`src/lsu_pkg.sv`:
```
package lsu_pkg;

    localparam int tag_w       = 4;
    localparam int slb_entries = 16;   // tag 0 reserved for "no dependency"
    localparam int xlen        = 32;
    localparam int ram_words   = 256;
    localparam int ram_aw      = $clog2(ram_words);

    typedef enum logic [2:0] {
        op_lb,
        op_lh,
        op_lw,
        op_lbu,
        op_lhu,
        op_sb,
        op_sh,
        op_sw
    } mem_op_e;

    typedef enum logic [1:0] {
        size_byte,
        size_half,
        size_word
    } acc_size_e;

    typedef struct packed {
        logic             en;
        mem_op_e          op;
        logic [tag_w-1:0] tag;        // destination tag, doubles as entry index
        logic [xlen-1:0]  imm;
        logic [tag_w-1:0] rs1_tag;
        logic [xlen-1:0]  rs1_data;
        logic [tag_w-1:0] rs2_tag;
        logic [xlen-1:0]  rs2_data;
    } dispatch_t;

    typedef struct packed {
        logic             en;
        logic [tag_w-1:0] tag;
        logic [xlen-1:0]  data;
    } cdb_t;

    typedef struct packed {
        logic             en;
        logic             is_store;
        logic             signed_ld;
        acc_size_e        size;
        logic [tag_w-1:0] tag;
        logic [xlen-1:0]  addr;
        logic [xlen-1:0]  wdata;
    } mem_req_t;

    typedef struct packed {
        logic             en;
        logic [tag_w-1:0] tag;
        logic [xlen-1:0]  data;
    } mem_rsp_t;

endpackage

```
`src/slb.sv`:
```
`timescale 1ns/1ps

module slb import lsu_pkg::*; (
    input  logic             clk,
    input  logic             rst,
    input  logic             clr,
    input  dispatch_t        dispatch,
    input  cdb_t             ex_cdb,
    input  cdb_t             self_cdb,
    input  logic             commit_en,
    input  logic [tag_w-1:0] commit_tag,
    input  logic             mem_busy,
    input  mem_rsp_t         mem_rsp,
    output mem_req_t         mem_req,
    output cdb_t             lsu_cdb,
    output logic             full
);

    typedef struct packed {
        logic             valid;
        logic [tag_w-1:0] tag;
        logic [xlen-1:0]  data;
    } operand_t;

    logic [slb_entries-1:1] occupied;
    logic [slb_entries-1:1] committed;   // stores released by the rob
    logic [slb_entries-1:1] issued;      // loads sitting in the controller
    mem_op_e                op_q  [1:slb_entries-1];
    logic [xlen-1:0]        imm_q [1:slb_entries-1];
    operand_t               rs1_q [1:slb_entries-1];
    operand_t               rs2_q [1:slb_entries-1];

    logic             st_hit;
    logic             ld_hit;
    logic [tag_w-1:0] st_idx;
    logic [tag_w-1:0] ld_idx;
    logic             sel_hit;
    logic [tag_w-1:0] sel_idx;
    logic             issue;
    logic             rsp_live;
    logic             dp_we;

    function automatic logic is_store(mem_op_e op);
        return op inside {op_sb, op_sh, op_sw};
    endfunction

    function automatic acc_size_e op_size(mem_op_e op);
        case (op)
            op_lb, op_lbu, op_sb: return size_byte;
            op_lh, op_lhu, op_sh: return size_half;
            default:              return size_word;
        endcase
    endfunction

    // fill a waiting operand from whichever bus carries its tag
    function automatic operand_t snoop(operand_t o, cdb_t ex, cdb_t self);
        operand_t r;
        r = o;
        if (!o.valid && ex.en && ex.tag == o.tag) begin
            r.valid = 1'b1;
            r.data  = ex.data;
        end else if (!o.valid && self.en && self.tag == o.tag) begin
            r.valid = 1'b1;
            r.data  = self.data;
        end
        return r;
    endfunction

    assign dp_we = dispatch.en && !clr;   // flush drops a same-cycle dispatch
    assign full  = &occupied;

    // lowest index wins, committed stores ahead of loads
    always_comb begin
        st_hit = 1'b0;
        ld_hit = 1'b0;
        st_idx = '0;
        ld_idx = '0;
        for (int i = slb_entries - 1; i >= 1; i--) begin
            if (occupied[i] && is_store(op_q[i]) && committed[i]
                    && rs1_q[i].valid && rs2_q[i].valid) begin
                st_hit = 1'b1;
                st_idx = i[tag_w-1:0];
            end
            if (occupied[i] && !is_store(op_q[i]) && !issued[i] && rs1_q[i].valid) begin
                ld_hit = 1'b1;
                ld_idx = i[tag_w-1:0];
            end
        end
    end

    assign sel_hit = st_hit | ld_hit;
    assign sel_idx = st_hit ? st_idx : ld_idx;
    // own pending request counts as busy, controller sees it only next cycle
    assign issue   = sel_hit && !mem_busy && !mem_req.en;

    assign rsp_live = mem_rsp.en && occupied[mem_rsp.tag] && issued[mem_rsp.tag] && !clr;

    always_ff @(posedge clk) begin
        if (rst) begin
            occupied  <= '0;
            committed <= '0;
            issued    <= '0;
        end else begin
            if (clr) begin
                for (int i = 1; i < slb_entries; i++) begin
                    if (!committed[i] && !(commit_en && commit_tag == i[tag_w-1:0]))
                        occupied[i] <= 1'b0;
                end
            end
            if (commit_en)
                committed[commit_tag] <= 1'b1;
            if (issue) begin
                if (st_hit) begin
                    occupied[sel_idx]  <= 1'b0;   // store retires on issue
                    committed[sel_idx] <= 1'b0;
                end else begin
                    issued[sel_idx] <= 1'b1;
                end
            end
            if (rsp_live)
                occupied[mem_rsp.tag] <= 1'b0;
            if (dp_we) begin
                occupied[dispatch.tag]  <= 1'b1;
                committed[dispatch.tag] <= 1'b0;
                issued[dispatch.tag]    <= 1'b0;
            end
        end
    end

    always_ff @(posedge clk) begin
        for (int i = 1; i < slb_entries; i++) begin
            rs1_q[i] <= snoop(rs1_q[i], ex_cdb, self_cdb);
            rs2_q[i] <= snoop(rs2_q[i], ex_cdb, self_cdb);
        end
        if (dp_we) begin
            op_q[dispatch.tag]  <= dispatch.op;
            imm_q[dispatch.tag] <= dispatch.imm;
            // a broadcast in the dispatch cycle is caught here as well
            rs1_q[dispatch.tag] <= snoop(operand_t'{valid: dispatch.rs1_tag == '0,
                                                    tag:   dispatch.rs1_tag,
                                                    data:  dispatch.rs1_data},
                                         ex_cdb, self_cdb);
            rs2_q[dispatch.tag] <= snoop(operand_t'{valid: dispatch.rs2_tag == '0,
                                                    tag:   dispatch.rs2_tag,
                                                    data:  dispatch.rs2_data},
                                         ex_cdb, self_cdb);
        end
    end

    always_ff @(posedge clk) begin
        if (rst)
            mem_req.en <= 1'b0;
        else
            mem_req.en <= issue;
        if (issue) begin
            mem_req.is_store  <= st_hit;
            mem_req.signed_ld <= op_q[sel_idx] inside {op_lb, op_lh};
            mem_req.size      <= op_size(op_q[sel_idx]);
            mem_req.tag       <= sel_idx;
            mem_req.addr      <= rs1_q[sel_idx].data + imm_q[sel_idx];
            mem_req.wdata     <= rs2_q[sel_idx].data;
        end
    end

    // load result onto the lsu bus, one cycle behind the controller
    always_ff @(posedge clk) begin
        if (rst)
            lsu_cdb.en <= 1'b0;
        else
            lsu_cdb.en <= rsp_live;
        if (rsp_live) begin
            lsu_cdb.tag  <= mem_rsp.tag;
            lsu_cdb.data <= mem_rsp.data;
        end
    end

endmodule

```
`config.mk`:
```
export PLATFORM = sky130hd
export DESIGN_NAME = slb
export DESIGN_NICKNAME = d
export VERILOG_FILES = /design/src/lsu_pkg.sv /design/src/slb.sv
export SDC_FILE = /design/constraint.sdc
export NUM_CORES = 2
export LEC_CHECK = 0
export ABC_CLOCK_PERIOD_IN_PS = 9800
export BUFFER_PORTS_ARGS = -buffer_cell sky130_fd_sc_hd__buf_2
export CORE_ASPECT_RATIO = 1.1
export CORE_UTILIZATION = 30
export CTS_CLUSTER_DIAMETER = 40
export DETAILED_ROUTE_END_ITERATION = 10
export GPL_TIMING_DRIVEN = 0
export PLACE_DENSITY = 0.41
export SYNTH_ARGS = -nofsm -noshare
export SYNTH_HDL_FRONTEND = slang
export SYNTH_SLANG_ARGS = --single-unit
```
`constraint.sdc`:
```
create_clock -name clk -period 9.8 [get_ports clk]
set_clock_uncertainty 0.15 [all_clocks]
set_input_delay 1.96 -clock clk [delete_from_list [all_inputs] [get_ports clk]]
set_output_delay 1.96 -clock clk [all_outputs]
set_load 0.01 [all_outputs]
```
-- Yosys cells after proc, flatten, opt, wreduce, memory -nomap -nowiden
Memories as Yosys holds them, arrays and structs flattened. A register that Yosys moved wholly into a read port is not among the register bits.
Cells that the tools add are included.
- flip-flop bits (word level): 123
- RAM bits: 1635
- logic and storage cells: 797
- memories: 4
- memory list (name ; depth ; width ; rd ports ; clocked after memory_dff ; wr ports ; line ; source):
    rs1_q ; 15 ; 37 ; 16 ; 0 ; 16 ; slb.sv:30 ; operand_t rs1_q [1:slb_entries-1];
    rs2_q ; 15 ; 37 ; 16 ; 1 ; 16 ; slb.sv:31 ; operand_t rs2_q [1:slb_entries-1];
    imm_q ; 15 ; 32 ; 1 ; 0 ; 1 ; slb.sv:29 ; logic [xlen-1:0] imm_q [1:slb_entries-1];
    op_q ; 15 ; 3 ; 16 ; 0 ; 1 ; slb.sv:28 ; mem_op_e op_q [1:slb_entries-1];
- add/sub/neg operators: 1
- order comparisons: 8
- eq/ne operators: 129
- multiplexer cells: 241
- bitwise logic cells: 12
- reduce and logical (&&, ||, !) cells: 390
- operator list (cell ; count):
    32-bit two-way mux ; 66
    1-bit logical AND ; 273
    15-bit two-way mux ; 18
    4-bit == test ; 64
    3-bit == test (second input constant) ; 48
    4-bit two-way mux ; 31
    1-bit two-way mux ; 119
    1-bit logical NOT ; 95
    15-bit AND ; 5
    15-bit NOT ; 3
    15-bit bitwise OR ; 3
    3-bit nonzero test ; 15
    32-bit adder ; 1
    4-bit == test (second input constant) ; 8
    4-bit by 5-bit < comparator with 1-bit output (second input constant) ; 4
    1-bit demux with 4-bit select ; 4
    4-bit by 3-bit == test with 1-bit output (second input constant) ; 4
    4-bit by 1-bit >= comparator with 1-bit output (second input constant) ; 4
    15-bit AND reduction ; 1
    1-bit binary-select mux with 4-bit select ; 2
    4-bit by 2-bit == test with 1-bit output (second input constant) ; 2
    4-bit logical NOT ; 2
    3-bit OR reduction ; 2
    4-bit by 1-bit == test with 1-bit output (second input constant) ; 1
    6 further kinds ; 6

-- Depth between registers and ports, before layout
- depth after elaboration: 36
- mapped depth: 28

-- Least setup slack after synthesis
OpenSTA, ideal clock, no wires.
- path kind: input port to flip-flop
- start point: in clr
- end point: mem op_q[0][0] (netlist name), enable pin
- setup time: 0.575 ns
- arrival time: 7.165 ns
- data required time: 9.075 ns
- setup slack: 1.910 ns
- stages on the path: 4
- path through: clkbuf_1 -> nand2b_1 -> or3_1 -> nor3_1
- word-level cells in the longest chain between the ends: 4
- RTL lines (element ; line ; source):
    start: declaration ; slb.sv:6 ; input logic clr,
    1-bit logical NOT ; slb.sv:69 ; assign dp_we = dispatch.en && !clr;
    1-bit logical AND ; slb.sv:69 ;
    1-bit two-way mux ; slb.sv:135 ; if (dp_we) begin
    1-bit two-way mux (not written as such) ; slb.sv:136 ; op_q[dispatch.tag] <= dispatch.op;
    end: declaration ; slb.sv:28 ;
No other way between the ends.

==> impl_metrics.env <==
export IMPL_status="complete, but fails checks"
export IMPL_violations="max-capacitance violations, max-slew violations, negative setup slack"
export IMPL_worst_setup_path_end_kind="register"
export IMPL_yosys_register_bits=1857
export IMPL_final_common_cell="nand2_1"
export IMPL_cts_root_buf="clkbuf_16"
export IMPL_path_depth=24
export IMPL_cts_setup_buffers=0
export IMPL_layout_min_cycle_time_ns=9.88
export IMPL_synth_seq_area_share_pct=56.0
export IMPL_dieArea_um2=330000
export IMPL_cts_resized=9
export IMPL_crit_type="register to register"
export IMPL_fillers=32435
export IMPL_worstReg2RegStart="rs1_q[11][36]$_DFF_P_"
export IMPL_grt_pass1_wl_um=675000
export IMPL_drv_slew=94
export IMPL_ff_latch_area_um2=55000
export IMPL_crit_fanout=10
export IMPL_hold_slack_ns=0.368
export IMPL_grt_max_degree=41
export IMPL_cp_endpoint="mem_req[63]$_DFFE_PP_"
export IMPL_cts_max_level=5
export IMPL_multi_input_area_um2=39200
export IMPL_rsz0062_at_grt="no"
export IMPL_finalSetupViolCount=1
export IMPL_final_cells=15003
export IMPL_max_freq_ghz=0.101
export IMPL_dp_hpwl_um=378000
export IMPL_max_vdd_ir_drop_uv=136
export IMPL_rr_worst_depth=24
export IMPL_rows=219
export IMPL_cp_cell_sequence="and4_1 -> o2bb2a_1 -> a211oi_1 -> o21ai_0 -> a31oi_2 -> nand2_4 -> inv_1 -> buf_2 -> buf_4 -> buf_2 -> a31oi_2 -> a21oi_1 -> a21oi_1 -> ha_1 -> a211oi_1 -> o21a_1 -> o31ai_1 -> o41ai_2 -> o211ai_1 -> nand3_1 -> nand2_1 -> a211oi_2 -> buf_6 -> xnor3_1"
export IMPL_critPathSlowestCell="buf_2"
export IMPL_avgViaCountPerCell=5.52
export IMPL_path_clk_slew_ns=0.06
export IMPL_path_buf_inv=5
export IMPL_reg2reg_slack_ns=-0.08
export IMPL_maxCapViolCount=10
export IMPL_place_congestion=0.995
export IMPL_placed_cells=14279
export IMPL_max_stage_delay_ns=0.65
export IMPL_mostFrequentLayoutCells="nand2_1, edfxtp_1, mux2i_1"
export IMPL_critPathLaunchType="register"
export IMPL_grt_remaining_overflow=0
export IMPL_die_h_um=602
export IMPL_cp_startpoint="rs1_q[11][36]$_DFF_P_"
export IMPL_crit_arrival_ns=10.40
export IMPL_ys_types=85
export IMPL_layout_setup_ws_ns=-0.0802
export IMPL_dp_slack_ns=-1.51
export IMPL_drc=0
export IMPL_tightest_slew_ns=1.59
export IMPL_grt_pass1_vias=81608
export IMPL_insertion_delay_ns=0.97
export IMPL_finalHoldViolCount=0
export IMPL_drtIter0Drc=9853
export IMPL_cp_required_ns=10.32
export IMPL_syn_avg_cell_area_um2=10.3
export IMPL_rr_endpoint="mem_req[63]$_DFFE_PP_"
export IMPL_cts_max_path_buffers=4
export IMPL_ant_nets=0
export IMPL_hold_path_class="register to register"
export IMPL_grt_total_usage_pct=29.6
export IMPL_area_growth_pct=22.3
export IMPL_cts_sinks=1857
export IMPL_syn_area_um2=98200
export IMPL_pwr_density_cell_nw_per_um2=209
export IMPL_synth_ff_type="edfxtp_1"
export IMPL_slew_headroom_pct=-6.07
export IMPL_io_buffers=333
export IMPL_start_util_pct=30.2
export IMPL_drive_above_1_share_pct=12.1
export IMPL_io_pins=343
export IMPL_firstDrtPassIters=9
export IMPL_syn_num_nets=9824
export IMPL_crit_family="compound AO/OA/AOI/OAI gates"
export IMPL_leakagePower_nw=38.7
export IMPL_fin_nets=10618
export IMPL_synth_async_reset_ratio_pct=0
export IMPL_cts_inserted_buffers=384
export IMPL_vias=82802
export IMPL_cts_tree="built"
export IMPL_synth_edf_count=1780
export IMPL_antenna_found_initial=65
export IMPL_post_route_period_util_pct=101
export IMPL_ys_warn_count=0
export IMPL_die_w_um=547
export IMPL_wirelength_um=501000
export IMPL_core_area_um2=325000
export IMPL_synth_cells=9560
export IMPL_cts_hold_buffers=0
export IMPL_routedWlPerCell_um=33.4
## report_power, final
group	internal (W)	switching [W]	leakage, nW
Sequential	0.00900	0.000174	16.7
Clock	0.00870	0.00470	6.27
Combinational	0.000717	0.00183	15.7
Total	0.0184	0.00670	38.7
## area by class of cell
cell class | count | share of cell area [%]
timing repair buffer | 410 | 2.57
clock buffer | 441 | 8.38
antenna | 20 | 0.0417
buffer | 954 | 3.37
clock inverter | 265 | 2.55
inverter | 66 | 0.215
sequential | 1857 | 45.8
multi-input combinational | 6681 | 32.6
tap | 4309 | 4.49
## per-layer routing
layer	vias to the layer above	wire length, µm	GRT usage (%)
met5	-	243	0
met4	16	26700	14.6
met3	836	38100	5.18
met2	3907	234000	48.6
met1	41680	202000	37.5
li1	36363	-	-
## metrics by stage
stage	area (µm²)	utilization, %	setup TNS, ns	total power (W)
floorplan	98200	-	0	0.0106
detailed placement	107000	32.9	-13.19	0.0118
CTS	120000	37.0	0	0.0252
finish	120000	37.0	-0.0802	0.0251
global route	120000	37.0	0	0.0257
global placement	105000	32.4	-437.57	0.0117
## registers in the layout (all words and copies together), names as in the netlist
name / flops
committed: 15
op_q: 48
imm_q: 480
lsu_cdb: 37
mem_req: 73
rs1_q: 587
issued: 15
occupied: 15
rs2_q: 587
## cell usage after synthesis (all sizes together), types with 16 or more instances
library cell / n / area [µm²]
o21a: 17 / 128
a31oi: 206 / 1290
buf: 202 / 1110
a211oi: 113 / 848
a222oi: 24 / 240
nor3b: 18 / 135
nand2: 2588 / 9720
mux2i: 1041 / 10400
dfxtp: 77 / 1540
nor2: 164 / 616
nor3: 40 / 210
nand4: 29 / 181
xor2: 46 / 403
a311oi: 187 / 1640
clkbuf: 754 / 2830
ha: 31 / 388
o2111ai: 19 / 166
o22ai: 32 / 200
a41oi: 16 / 140
xnor2: 162 / 1420
inv: 58 / 223
edfxtp: 1780 / 53500
nand3: 51 / 255
or3: 19 / 119
and3: 354 / 2210
o21ai: 1061 / 5310
a21oi: 286 / 1430
## worst min-delay path by stage
stage	depth (start not counted)	start	slack, ns	to
2_1_floorplan	2	rs2_q[15][36]$_DFF_P_	0.32	rs2_q[15][36]$_DFF_P_
3_3_place_gp	2	issued[11]$_SDFF_PP0_	0.36	issued[11]$_SDFF_PP0_
3_5_place_dp	2	issued[11]$_SDFF_PP0_	0.36	issued[11]$_SDFF_PP0_
4_1_cts	2	issued[11]$_SDFF_PP0_	0.37	issued[11]$_SDFF_PP0_
5_1_grt	2	issued[1]$_SDFF_PP0_	0.40	issued[1]$_SDFF_PP0_
6_report	2	issued[11]$_SDFF_PP0_	0.37	issued[11]$_SDFF_PP0_
## logic make-up (layout without fill, tap and decap cells)
kind of cell	count (synthesis)	in the layout	share of synthesized area, %
and+or+nand+nor	3345	3345	14.3
AOI/OAI and AO/OA	2048	2048	12.4
DFF	1857	1857	56.0
muxes	1047	1047	10.7
buffers and inverters	1022	2136	4.27
xor gates and xnor gates	209	209	1.88
adders and majority gates	32	32	0.415
other	0	20	0
## tightest hold or removal path, stage by stage, from the launching register on
cell and delay [ns]:
dfxtp_1 0.31, a21oi_1 0.11, nor3_1 0.05
No activity file was read; power rests on OpenSTA's default activity.
