[config.mk]
export PLATFORM = sky130hd
export DESIGN_NAME = lsu_mem_ctrl
export DESIGN_NICKNAME = d
export VERILOG_FILES = /design/src/lsu_pkg.sv /design/src/lsu_mem_ctrl.sv
export SDC_FILE = /design/constraint.sdc
export NUM_CORES = 1
export LEC_CHECK = 0
export BUFFER_PORTS_ARGS = -buffer_cell sky130_fd_sc_hd__buf_2
export CAP_MARGIN = 40
export CORE_UTILIZATION = 40
export CTS_CLUSTER_SIZE = 16
export DETAILED_ROUTE_END_ITERATION = 10
export MAX_ROUTING_LAYER = met4
export PLACE_DENSITY = 0.81
export SYNTH_ARGS = -nofsm -noshare
export SYNTH_HDL_FRONTEND = slang
export SYNTH_SLANG_ARGS = --single-unit
[constraint.sdc]
create_clock -name clk -period 3.4 [get_ports clk]
set_input_delay 0.85 -clock clk [delete_from_list [all_inputs] [get_ports clk]]
set_output_delay 0.85 -clock clk [all_outputs]
set_load 0.01 [all_outputs]
[src/lsu_pkg.sv]
package lsu_pkg;

    localparam int tag_w       = 4;
    localparam int slb_entries = 16;   // tag 0 reserved for "no dependency"
    localparam int xlen        = 32;
    localparam int ram_words   = 256;
    localparam int ram_aw      = $clog2(ram_words);

    typedef enum logic [2:0] {
        op_lb,
        op_lh,
        op_lw,
        op_lbu,
        op_lhu,
        op_sb,
        op_sh,
        op_sw
    } mem_op_e;

    typedef enum logic [1:0] {
        size_byte,
        size_half,
        size_word
    } acc_size_e;

    typedef struct packed {
        logic             en;
        mem_op_e          op;
        logic [tag_w-1:0] tag;        // destination tag, doubles as entry index
        logic [xlen-1:0]  imm;
        logic [tag_w-1:0] rs1_tag;
        logic [xlen-1:0]  rs1_data;
        logic [tag_w-1:0] rs2_tag;
        logic [xlen-1:0]  rs2_data;
    } dispatch_t;

    typedef struct packed {
        logic             en;
        logic [tag_w-1:0] tag;
        logic [xlen-1:0]  data;
    } cdb_t;

    typedef struct packed {
        logic             en;
        logic             is_store;
        logic             signed_ld;
        acc_size_e        size;
        logic [tag_w-1:0] tag;
        logic [xlen-1:0]  addr;
        logic [xlen-1:0]  wdata;
    } mem_req_t;

    typedef struct packed {
        logic             en;
        logic [tag_w-1:0] tag;
        logic [xlen-1:0]  data;
    } mem_rsp_t;

endpackage

[src/lsu_mem_ctrl.sv]
`timescale 1ns/1ps

module lsu_mem_ctrl import lsu_pkg::*; (
    input  logic              clk,
    input  logic              rst,
    input  mem_req_t          mem_req,
    output logic              mem_busy,
    output mem_rsp_t          mem_rsp,
    output logic [ram_aw-1:0] ram_addr,
    output logic [3:0]        ram_be,
    output logic [xlen-1:0]   ram_wdata,
    output logic              ram_we,
    input  logic [xlen-1:0]   ram_rdata
);

    typedef struct packed {
        logic              is_store;
        logic              signed_ld;
        acc_size_e         size;
        logic [tag_w-1:0]  tag;
        logic [1:0]        off;    // byte offset, already aligned to size
        logic [ram_aw-1:0] word;
        logic [3:0]        be;
        logic [xlen-1:0]   wdata;
    } req_stage_t;

    typedef struct packed {
        logic             signed_ld;
        acc_size_e        size;
        logic [tag_w-1:0] tag;
        logic [1:0]       off;
    } data_stage_t;

    logic            s1_valid;
    req_stage_t      s1;
    logic            s2_valid;
    data_stage_t     s2;
    logic            accept;
    logic [1:0]      req_off;
    logic [3:0]      req_mask;
    logic [xlen-1:0] lane;

    // store data copied into every lane it may land in
    function automatic logic [xlen-1:0] lane_data(acc_size_e size, logic [xlen-1:0] d);
        case (size)
            size_byte: return {4{d[7:0]}};
            size_half: return {2{d[15:0]}};
            default:   return d;
        endcase
    endfunction

    assign mem_busy = s1_valid | s2_valid;
    assign accept   = mem_req.en && !mem_busy;

    // low address bits below the access size are dropped
    always_comb begin
        case (mem_req.size)
            size_byte: begin
                req_off  = mem_req.addr[1:0];
                req_mask = 4'b0001;
            end
            size_half: begin
                req_off  = {mem_req.addr[1], 1'b0};
                req_mask = 4'b0011;
            end
            default: begin
                req_off  = 2'b00;
                req_mask = 4'b1111;
            end
        endcase
    end

    always_ff @(posedge clk) begin
        if (rst)
            s1_valid <= 1'b0;
        else
            s1_valid <= accept;
        if (accept) begin
            s1.is_store  <= mem_req.is_store;
            s1.signed_ld <= mem_req.signed_ld;
            s1.size      <= mem_req.size;
            s1.tag       <= mem_req.tag;
            s1.off       <= req_off;
            s1.word      <= mem_req.addr[ram_aw+1:2];   // wraps at ram size
            s1.be        <= req_mask << req_off;
            s1.wdata     <= lane_data(mem_req.size, mem_req.wdata);
        end
    end

    assign ram_addr  = s1.word;
    assign ram_be    = s1.be;
    assign ram_wdata = s1.wdata;
    assign ram_we    = s1_valid && s1.is_store;

    // loads only, read word arrives with this stage
    always_ff @(posedge clk) begin
        if (rst)
            s2_valid <= 1'b0;
        else
            s2_valid <= s1_valid && !s1.is_store;
        if (s1_valid) begin
            s2.signed_ld <= s1.signed_ld;
            s2.size      <= s1.size;
            s2.tag       <= s1.tag;
            s2.off       <= s1.off;
        end
    end

    assign lane = ram_rdata >> {s2.off, 3'b000};

    always_comb begin
        mem_rsp.en  = s2_valid;
        mem_rsp.tag = s2.tag;
        case (s2.size)
            size_byte: mem_rsp.data = {{(xlen-8){s2.signed_ld & lane[7]}}, lane[7:0]};
            size_half: mem_rsp.data = {{(xlen-16){s2.signed_ld & lane[15]}}, lane[15:0]};
            default:   mem_rsp.data = lane;
        endcase
    end

endmodule

---- Word level (Yosys, flattened, before mapping) ----
Index checks and enable logic that the tools add are counted.
cells by class
  eq/ne operators ......................... 2
  shift operators ......................... 2
  mux-type cells .......................... 4
  bitwise operators ....................... 3
  reduce and logical (&&, ||, !) cells .... 7
operators with widths
  operator                                       number
  one-hot mux 32 bit (2 select lines)            2
  >> shifter 32 x 5 -> 32 bit                    1
  one-hot mux 4 bit (2 select lines)             1
  == test 2 x 1 -> 1 bit, second input constant  2
  zero test 2 bit                                2
  one-hot mux 2 bit (2 select lines)             1
  << shifter 4 x 2 -> 4 bit                      1
  logical AND 1 bit                              3
  AND 1 bit                                      2
  zero test 1 bit                                2
  bitwise OR 1 bit                               1
word-level totals
  register bits after elaboration ......... 65
  input bits .............................. 107
  output and inout port bits .............. 83
  logic and storage cells ................. 32

---- Depth between registers and ports, before layout ----
Gate-level depths: netlist (run 1).
  depth after elaboration ................. 3
  depth in mapped cells ................... 6
  mapped depth without buffers ............ 3

---- Worst setup path before layout (run 1) ----
OpenSTA, ideal clock, no wires.
  path kind ............................... input-to-reg
  start ................................... in mem_req[72] (netlist name)
  end ..................................... reg s1, in the netlist ram_addr[0] (enable)
  setup time .............................. 466 ps
  data arrival time ....................... 3151 ps
  data required time ...................... 2934 ps
  slack ................................... -216 ps
  stages on the path ...................... 2
  path buffers ............................ 0
  path through ............................ inv_1 > nor2_1
between the ends
  longest elaborated chain between the ends .. 1
ends and longest elaborated chain
  item               RTL line            source
  start, declared    lsu_mem_ctrl.sv:6   input mem_req_t mem_req,
  logical AND 1 bit  lsu_mem_ctrl.sv:53  assign accept = mem_req.en && !mem_busy;
  via accept         lsu_mem_ctrl.sv:38  logic accept;
  end, declared      lsu_mem_ctrl.sv:35  req_stage_t s1;
The timed path passes the listed nets, and every way through them passes these cells.
A chain may end at the register's enable or synchronous reset.

==> out/metrics.csv, run 1 <==
metric;value;unit
Die Y;96.1;um
CTS resizes;0;
htree depth;3;
global placer's final weighted congestion;0.765;
clock tree buffer depth;2;
number of max-cap violations;0;
setup bufs post-CTS;0;
DIE AREA;9240;um2
PortBufs;167;
overall die width;96.1;um
ant diodes;0;
design area;4320;um2
mapped cell area;3540;um2
Worst Clk Skew;0.00875;ns
outcome;complete, no violations;
Synth area leaders;edfxtp_1 (53%), buf_4 (10%), mux2i_1 (6.8%);
Via density;4.95;
CTS tree;built;
final worst slack;0.230;ns
hpwl dp;5.76;mm
Seq/Total Area, Yosys;0.545;
Reg2Reg Depth;3;
pre-CTS WS;0.386;ns
Clk Latency, worst-skew pair;0.33;ns
GRT overflow;0;
fraction of layout cells with a size suffix above 1;0.543;
worst r2r dst;ram_wdata[14]$_DFFE_PP_;
Worst Path Required;2.55;ns
final period utilization;0.932;
first-pass GRT wire length;11.0;mm
Worst VDD drop;0.375;mV
total number of yosys warnings;0;
dominant synthesized flop cell;edfxtp_1;
WL final;7.78;mm
Final ANT Viol Nets;0;
flops & latches, synth;65;
Area after DPL;4100;um2
Setup-failing EPs final;0;
vias in the first global route;2363;
crit start category;flip-flop;
Nets;507;
num rows;33;
post-synth top area cell;edfxtp_1;
Worst Hold Class;flip-flop to flip-flop;
Ports;190;
hold buffers post-CTS;0;
critical path capture point type;output port;
Cells on Worst Hold Path;0;
drt drc;0;
Post-Syn Nets;387;
Area Overhead vs Synth;22.0;%
hold path startpoint;s1[52]$_DFFE_PP_;
Inserted Clock Buffers;9;
critical path arrival;2.32;ns
Initial Util;0.423;
reg2reg setup slack;1.80;ns
GRT Total Usage;0.167;
WL/cell;15.3;um
Core Util, Final;0.516;
Reg-to-Reg Start;s1_valid$_SDFF_PP0_;
RSZ-0062 raised after global routing;no;
Period minus WS final;3.17;ns
DR vias;2527;
clock sink total;65;
count of different cell masters after synthesis;36;
Fmax;315;MHz
worst hold endpoint;s2[8]$_DFFE_PP_;
Pwr per Cell Area;465;nW/um2
DRT iter0 DRCs;78;
Critical Path Fanout Max;17;
critical path class;flip-flop to output port;
most common cell after layout, fill and taps aside;buf_2;
Slew Limit Fails;0;
max_slew headroom;0.621;
antenna violations before repair;0;
Final Hold Fails;0;
EDFF count, synth;63;
Worst-Margin Slew;0.568;ns
ys async rst share;0;
clk root buf;clkbuf_8;
Synth Instances;280;
P_leak;1.88;nW
Synth top area share;0.534;
aggregate negative setup slack;0;ns
core area;8380;um2
Mean Syn Cell Area;12.7;um2
most frequent cells in the layout;buf_2 (167), edfxtp_1 (63), mux2i_1 (24);
DRT Pass-1 Iters;4;
clock-pin slew on the worst setup and hold paths;0.07;ns
largest net degree at the start of global routing;30;
## power by group
group          internal (mW)  total [mW]  switching (mW)  leakage [nW]
combinational          0.143       0.316           0.173          1.14
sequential             0.942       0.961          0.0191         0.618
clock                  0.435       0.733           0.298         0.115
total                   1.52        2.01           0.490          1.88
## flip-flops by register name, indices dropped and copies added, names as in the netlist
name,flops
mem_rsp,4
ram_addr,8
ram_be,4
ram_wdata,32
s1,10
s1_valid,1
s2,5
s2_valid,1
## final cells by class
type | instances | area [um2]
Clock buffer | 10 | 138
Tap cell | 105 | 131
Inverter | 1 | 3.75
Clock inverter | 6 | 90.1
Fill cell | 749 | 4060
Timing Repair Buffer | 173 | 881
Multi-Input combinational cell | 150 | 1150
Sequential cell | 65 | 1930
## cell usage after synthesis, types with 2 or more instances
cell	number
o22ai_1	6
a211oi_1	7
o2bb2ai_1	8
edfxtp_1	63
or2_2	7
buf_6	5
mux2_2	16
nor2_2	2
nor3_1	2
a21oi_1	15
clkbuf_1	4
o22ai_2	2
o21ai_0	10
dfxtp_1	2
buf_4	49
nor2_1	5
buf_2	5
nor2b_1	10
mux2i_1	24
and2_1	3
or2_1	2
a21boi_0	7
nand2b_1	4
nand2_1	10
## critical path, stage by stage, from the launching register on
cell       delay [ns]
edfxtp_1         0.61
buf_4            0.31
nand2b_1         0.34
nor2_2           0.36
o2bb2ai_1        0.20
buf_2            0.18
## metal layers
metal | GRT usage | up-vias | routed length (um)
met5 | - | - | 0
met4 | 0.0622 | 0 | 85
met3 | 0.0434 | 8 | 696
met2 | 0.306 | 129 | 3960
met1 | 0.171 | 1163 | 3040
li1 | - | 1227 | -
## cell families (layout without fill, tap and decap cells)
| group | after synthesis | in the layout | synth area share |
|---|---|---|---|
| XOR/XNOR | 1 | 1 | 0.00247 |
| flip-flops | 65 | 65 | 0.545 |
| buffers and inverters | 65 | 190 | 0.133 |
| AND/OR/NAND/NOR | 48 | 48 | 0.0745 |
| multiplexers | 42 | 42 | 0.127 |
| AO/OA/AOI/OAI | 59 | 59 | 0.118 |
## stage by stage
| stage | hold slack [ns] | power (mW) | instances |
|---|---|---|---|
| after floorplan | 0.400 | 1.19 | 280 |
| final | 0.420 | 2.01 | 510 |
| after CTS | 0.422 | 2.03 | 510 |
| after global routing | 0.425 | 2.10 | 510 |
| after global placement | 0.402 | 1.29 | 494 |
| after detailed placement | 0.405 | 1.30 | 494 |
## worst max path at each step
stage	start	end	slack [ns]	depth (start not counted)
after detailed placement	ram_rdata[31]	mem_rsp[18]	0.39	5
after global placement	ram_rdata[31]	mem_rsp[18]	0.43	5
after global routing	s2[1]$_DFFE_PP_	mem_rsp[28]	0.09	5
after floorplan	mem_req[72]	ram_addr[0]$_DFFE_PP_	0.67	2
final	s2[1]$_DFFE_PP_	mem_rsp[26]	0.23	5
after CTS	s2[1]$_DFFE_PP_	mem_rsp[26]	0.19	5
No activity file was read; power rests on OpenSTA's default activity.
==> run 2: changes to the inputs <==
==> constraint.sdc (replaced) <==
create_clock -name clk -period 3.4 [get_ports clk]
set_input_delay 0.17 -clock clk [delete_from_list [all_inputs] [get_ports clk]]
set_output_delay 0.17 -clock clk [all_outputs]
set_load 0.01 [all_outputs]
==> out/metrics.csv, run 2 (synthesized netlist as in run 1, its figures left out) <==
metric;value;unit
GRT Total Usage;0.168;
Worst Clk Skew;0.00681;ns
Worst Path Required;3.23;ns
Cells on Worst Hold Path;1;
Nets;517;
critical path arrival;2.36;ns
GRT overflow;0;
RSZ-0062 raised after global routing;no;
PortBufs;167;
CTS tree;built;
htree depth;3;
core area;8380;um2
Via density;4.89;
critical path capture point type;output port;
pre-CTS WS;1.27;ns
drt drc;0;
num rows;33;
gr busiest metal;met2;
crit start category;flip-flop;
switch share;0.256;
WL/cell;15.1;um
DRT Pass-1 Iters;4;
met1 usage;0.164;
Worst-Margin Slew;0.769;ns
design area;4410;um2
reg2reg setup slack;1.39;ns
global placer's final weighted congestion;0.769;
met3 Use GR;0.0427;
first-pass GRT wire length;11.0;mm
clock-pin slew on the worst setup and hold paths;0.07;ns
CTS resizes;0;
Initial Util;0.423;
Reg-to-Reg Start;s1_valid$_SDFF_PP0_;
ant diodes;0;
overall die width;96.1;um
clock tree buffer depth;2;
Int Pwr;1.44;mW
Area after DPL;4090;um2
Layout Cells excl Fill;520;
aggregate negative setup slack;0;ns
clk root buf;clkbuf_8;
Clk Latency, worst-skew pair;0.34;ns
largest net degree at the start of global routing;31;
switching power;0.495;mW
Pwr per Cell Area;439;nW/um2
WL final;7.85;mm
DRT iter0 DRCs;70;
number of max-cap violations;0;
outcome;complete, no violations;
sequential fraction of design power;0.496;
Fmax;396;MHz
Final Hold Fails;0;
antenna violations before repair;0;
dpl cells;491;
max_slew headroom;0.486;
Worst Hold Class;input pin to flip-flop;
hpwl dp;5.66;mm
Setup-failing EPs final;0;
most frequent cells in the layout;buf_2 (167), edfxtp_1 (63), mux2i_1 (24);
most common cell after layout, fill and taps aside;buf_2;
Period minus WS final;2.53;ns
vias in the first global route;2396;
DR vias;2541;
critical path class;flip-flop to output port;
max reg flops;32;
Comb pwr share;0.170;
Worst VDD drop;0.331;mV
Slew Limit Fails;0;
Critical Path Fanout Max;16;
worst hold endpoint;ram_addr[7]$_DFFE_PP_;
fraction of layout cells with a size suffix above 1;0.520;
clock share of power;0.334;
Final ANT Viol Nets;0;
Ports;190;
Die Y;96.1;um
Reg2Reg Depth;3;
Area Overhead vs Synth;24.5;%
final period utilization;0.743;
final worst slack;0.873;ns
Inserted Clock Buffers;9;
worst r2r dst;ram_wdata[14]$_DFFE_PP_;
P_leak;1.90;nW
DIE AREA;9240;um2
met2 Use GR;0.311;
clock sink total;65;
hold path startpoint;mem_req[41];
## run 2: worst max path at each step
stage	from	end	slack, ns	depth (start not counted)
after floorplan	s1_valid$_SDFF_PP0_	ram_addr[0]$_DFFE_PP_	0.80	2
after global placement	s2[1]$_DFFE_PP_	mem_rsp[28]	1.31	5
after detailed placement	s2[1]$_DFFE_PP_	mem_rsp[18]	1.27	4
after CTS	s2[1]$_DFFE_PP_	mem_rsp[18]	0.88	4
after global routing	s2[1]$_DFFE_PP_	mem_rsp[18]	0.76	4
final	s2[1]$_DFFE_PP_	mem_rsp[18]	0.87	4
## run 2: critical path, stage by stage (launching register included)
cell and delay [ns]:
edfxtp_1 0.66, mux2i_2 0.38, and2_1 0.58, o22ai_1 0.22, buf_2 0.18
## run 2: layout make-up
| cell class | instances | area, um2 |
|---|---|---|
| fill | 719 | 3970 |
| sequential | 65 | 1930 |
| multi-input combinational | 150 | 1150 |
| timing repair buffer | 183 | 1000 |
| clock buffer | 11 | 131 |
| tap | 105 | 131 |
| clock inverter | 5 | 63.8 |
| inverter | 1 | 3.75 |
## run 2: per-stage QoR
stage	hold WS, ns	util	total power, mW
4_1_cts	0.00197	0.525	1.95
2_1_floorplan	0.246	-	1.19
3_5_place_dp	0.348	0.488	1.30
6_report	0.0136	0.526	1.93
3_3_place_gp	0.347	0.488	1.29
5_1_grt	0.00424	0.526	2.01
## run 2: what timing repair did
item	CTS	global route
endpoints found under the setup margin	0	0
buffers inserted	0	0
hold endpoints to repair	12	1
hold buffers	12	1
## run 2: power groups by stage
stage / Combinational (mW) / Sequential [mW] / Clock (mW)
CTS: 0.329 / 0.961 / 0.657
global route: 0.359 / 0.966 / 0.686
floorplan: 0.220 / 0.973 / 0
global placement: 0.311 / 0.976 / 0
detailed placement: 0.317 / 0.978 / 0
finish: 0.329 / 0.960 / 0.646
## run 2: per-layer routing
| metal | share of wire | up-vias |
|---|---|---|
| li1 | - | 1242 |
| met1 | 0.39 | 1154 |
| met2 | 0.51 | 133 |
| met3 | 0.083 | 12 |
| met4 | 0.017 | 0 |
| met5 | 0 | - |
==> run 3: changes to the inputs <==
- ABC_AREA: unset -> 1
- PLACE_DENSITY: 0.81 -> 0.8
- clock period: 3.4 -> 2.2 ns (I/O delays scaled with it)
==> out/metrics.csv, run 3 <==
metric;value;unit
Reg-to-Reg Start;s1_valid$_SDFF_PP0_;
Hold WS;0.0497;ns
antenna violations before repair;0;
Core Util, Final;0.529;
number of max-cap violations;0;
Clk Latency, worst-skew pair;0.33;ns
Synth Instances;364;
clock-pin slew on the worst setup and hold paths;0.07;ns
CTS tree;built;
largest net degree at the start of global routing;55;
mapped cell area;3600;um2
Setup-failing EPs final;0;
GRT Total Usage;0.198;
hold path startpoint;mem_req[16];
clock tree buffer depth;2;
Worst VDD drop;0.533;mV
post-synth top area cell;edfxtp_1;
flops & latches, synth;65;
max_slew headroom;0.638;
most common cell after layout, fill and taps aside;buf_2;
final period utilization;0.899;
Worst-Margin Slew;0.542;ns
Mean Syn Cell Area;9.90;um2
Final Hold Fails;0;
ys async rst share;0;
crit start category;flip-flop;
count leader, synth;nand2_1;
Ports;190;
critical path class;flip-flop to output port;
vias in the first global route;3070;
WL/cell;14.4;um
drt drc;0;
global placer's final weighted congestion;0.879;
WL final;8.92;mm
Nets;614;
dominant synthesized flop cell;edfxtp_1;
Register Area;1930;um2
DR vias;3083;
overall die width;96.9;um
Worst Clk Skew;0.0115;ns
fraction of layout cells with a size suffix above 1;0.430;
critical path capture point type;output port;
Slew Limit Fails;0;
RSZ-0062 raised after global routing;no;
DRT Pass-1 Iters;4;
PortBufs;167;
reg2reg setup slack;0.60;ns
outcome;complete, no violations;
Area Overhead vs Synth;28.2;%
Die Y;96.9;um
Fmax;506;MHz
DRT iter0 DRCs;127;
ant diodes;0;
top cells by count, synth;nand2_1 (115), edfxtp_1 (63), buf_4 (49), nand3_1 (20), nand3_2 (16);
GRT overflow;0;
num rows;34;
Via density;4.97;
EDFF count, synth;63;
Synth area leaders;edfxtp_1 (53%), nand2_1 (12%), buf_4 (10%);
most frequent cells in the layout;buf_2 (167), nand2_1 (115), edfxtp_1 (63);
aggregate negative setup slack;0;ns
DIE AREA;9390;um2
P_leak;2.27;nW
Synth top area share;0.525;
clk root buf;clkbuf_8;
Reg2Reg Depth;3;
Pwr per Cell Area;676;nW/um2
worst hold endpoint;ram_wdata[16]$_DFFE_PP_;
Post-Syn Nets;471;
Worst Path Required;2.09;ns
worst r2r dst;s1[45]$_DFFE_PP_;
Worst Hold Class;input pin to flip-flop;
total number of yosys warnings;0;
htree depth;3;
clock sink total;65;
Critical Path Fanout Max;24;
count of different cell masters after synthesis;28;
first-pass GRT wire length;14.3;mm
max reg flops;32;
Inserted Clock Buffers;9;
Cells on Worst Hold Path;3;
Final ANT Viol Nets;0;
core area;8720;um2
area occupied by multi-input gates;1120;um2
FILL cells;756;
Seq/Total Area, Yosys;0.536;
total power;3.12;mW
hpwl dp;6.11;mm
Initial Util;0.413;
critical path arrival;1.87;ns
Period minus WS final;1.98;ns
[run 3: timing repair]
action                    4_1_cts  5_1_grt
setup buffers                   0        0
hold buffers                   24        0
resized for setup               0        0
hold endpoints to repair       25        0
[run 3: critical path: stages, from the launching register on]
cell and delay (ns):
edfxtp_1 0.53, inv_8 0.18, nand2_1 0.10, nand3_2 0.10
nand3_4 0.29, nand3_1 0.20, buf_2 0.15
[run 3: cell families after synthesis]
family	after synthesis	synth area share
simple gates	177	0.240
flops	65	0.536
buf+inv	84	0.156
compound gates	38	0.0681
[run 3: report_power, final]
| part | switching, mW | internal [mW] |
|---|---|---|
| registers | 0.0257 | 1.46 |
| clock network | 0.435 | 0.667 |
| logic | 0.306 | 0.229 |
| total | 0.767 | 2.35 |
[run 3: metrics by stage]
stage / worst slack, ns / std cells / instance area (um2)
2_1_floorplan: 0.201 / 364 / 3610
3_3_place_gp: 0.564 / 580 / 4160
3_5_place_dp: 0.541 / 580 / 4160
4_1_cts: 0.187 / 620 / 4620
5_1_grt: 0.0622 / 620 / 4620
6_report: 0.223 / 620 / 4620
[run 3: layout make-up]
type	count	area share
flip-flops and latches	65	0.418
repair buffers	197	0.246
multi-input cells	215	0.242
clock buffers	11	0.0306
well taps	108	0.0293
clock inverters	5	0.0173
inverters	19	0.0171
[run 3: worst max path at each step]
stage,start,to,cells after the start
6_report,s2[0]$_DFFE_PP_,mem_rsp[27],6
5_1_grt,s2[0]$_DFFE_PP_,mem_rsp[26],6
4_1_cts,s2[0]$_DFFE_PP_,mem_rsp[27],6
3_5_place_dp,s2[0]$_DFFE_PP_,mem_rsp[27],6
3_3_place_gp,s2[0]$_DFFE_PP_,mem_rsp[16],6
2_1_floorplan,s1_valid$_SDFF_PP0_,ram_addr[0]$_DFFE_PP_,2
[run 3: metal layers]
layer / track usage / part of all wire
met5: - / 0
met4: 0.0758 / 0.015
met3: 0.0520 / 0.11
met2: 0.343 / 0.50
met1: 0.216 / 0.37
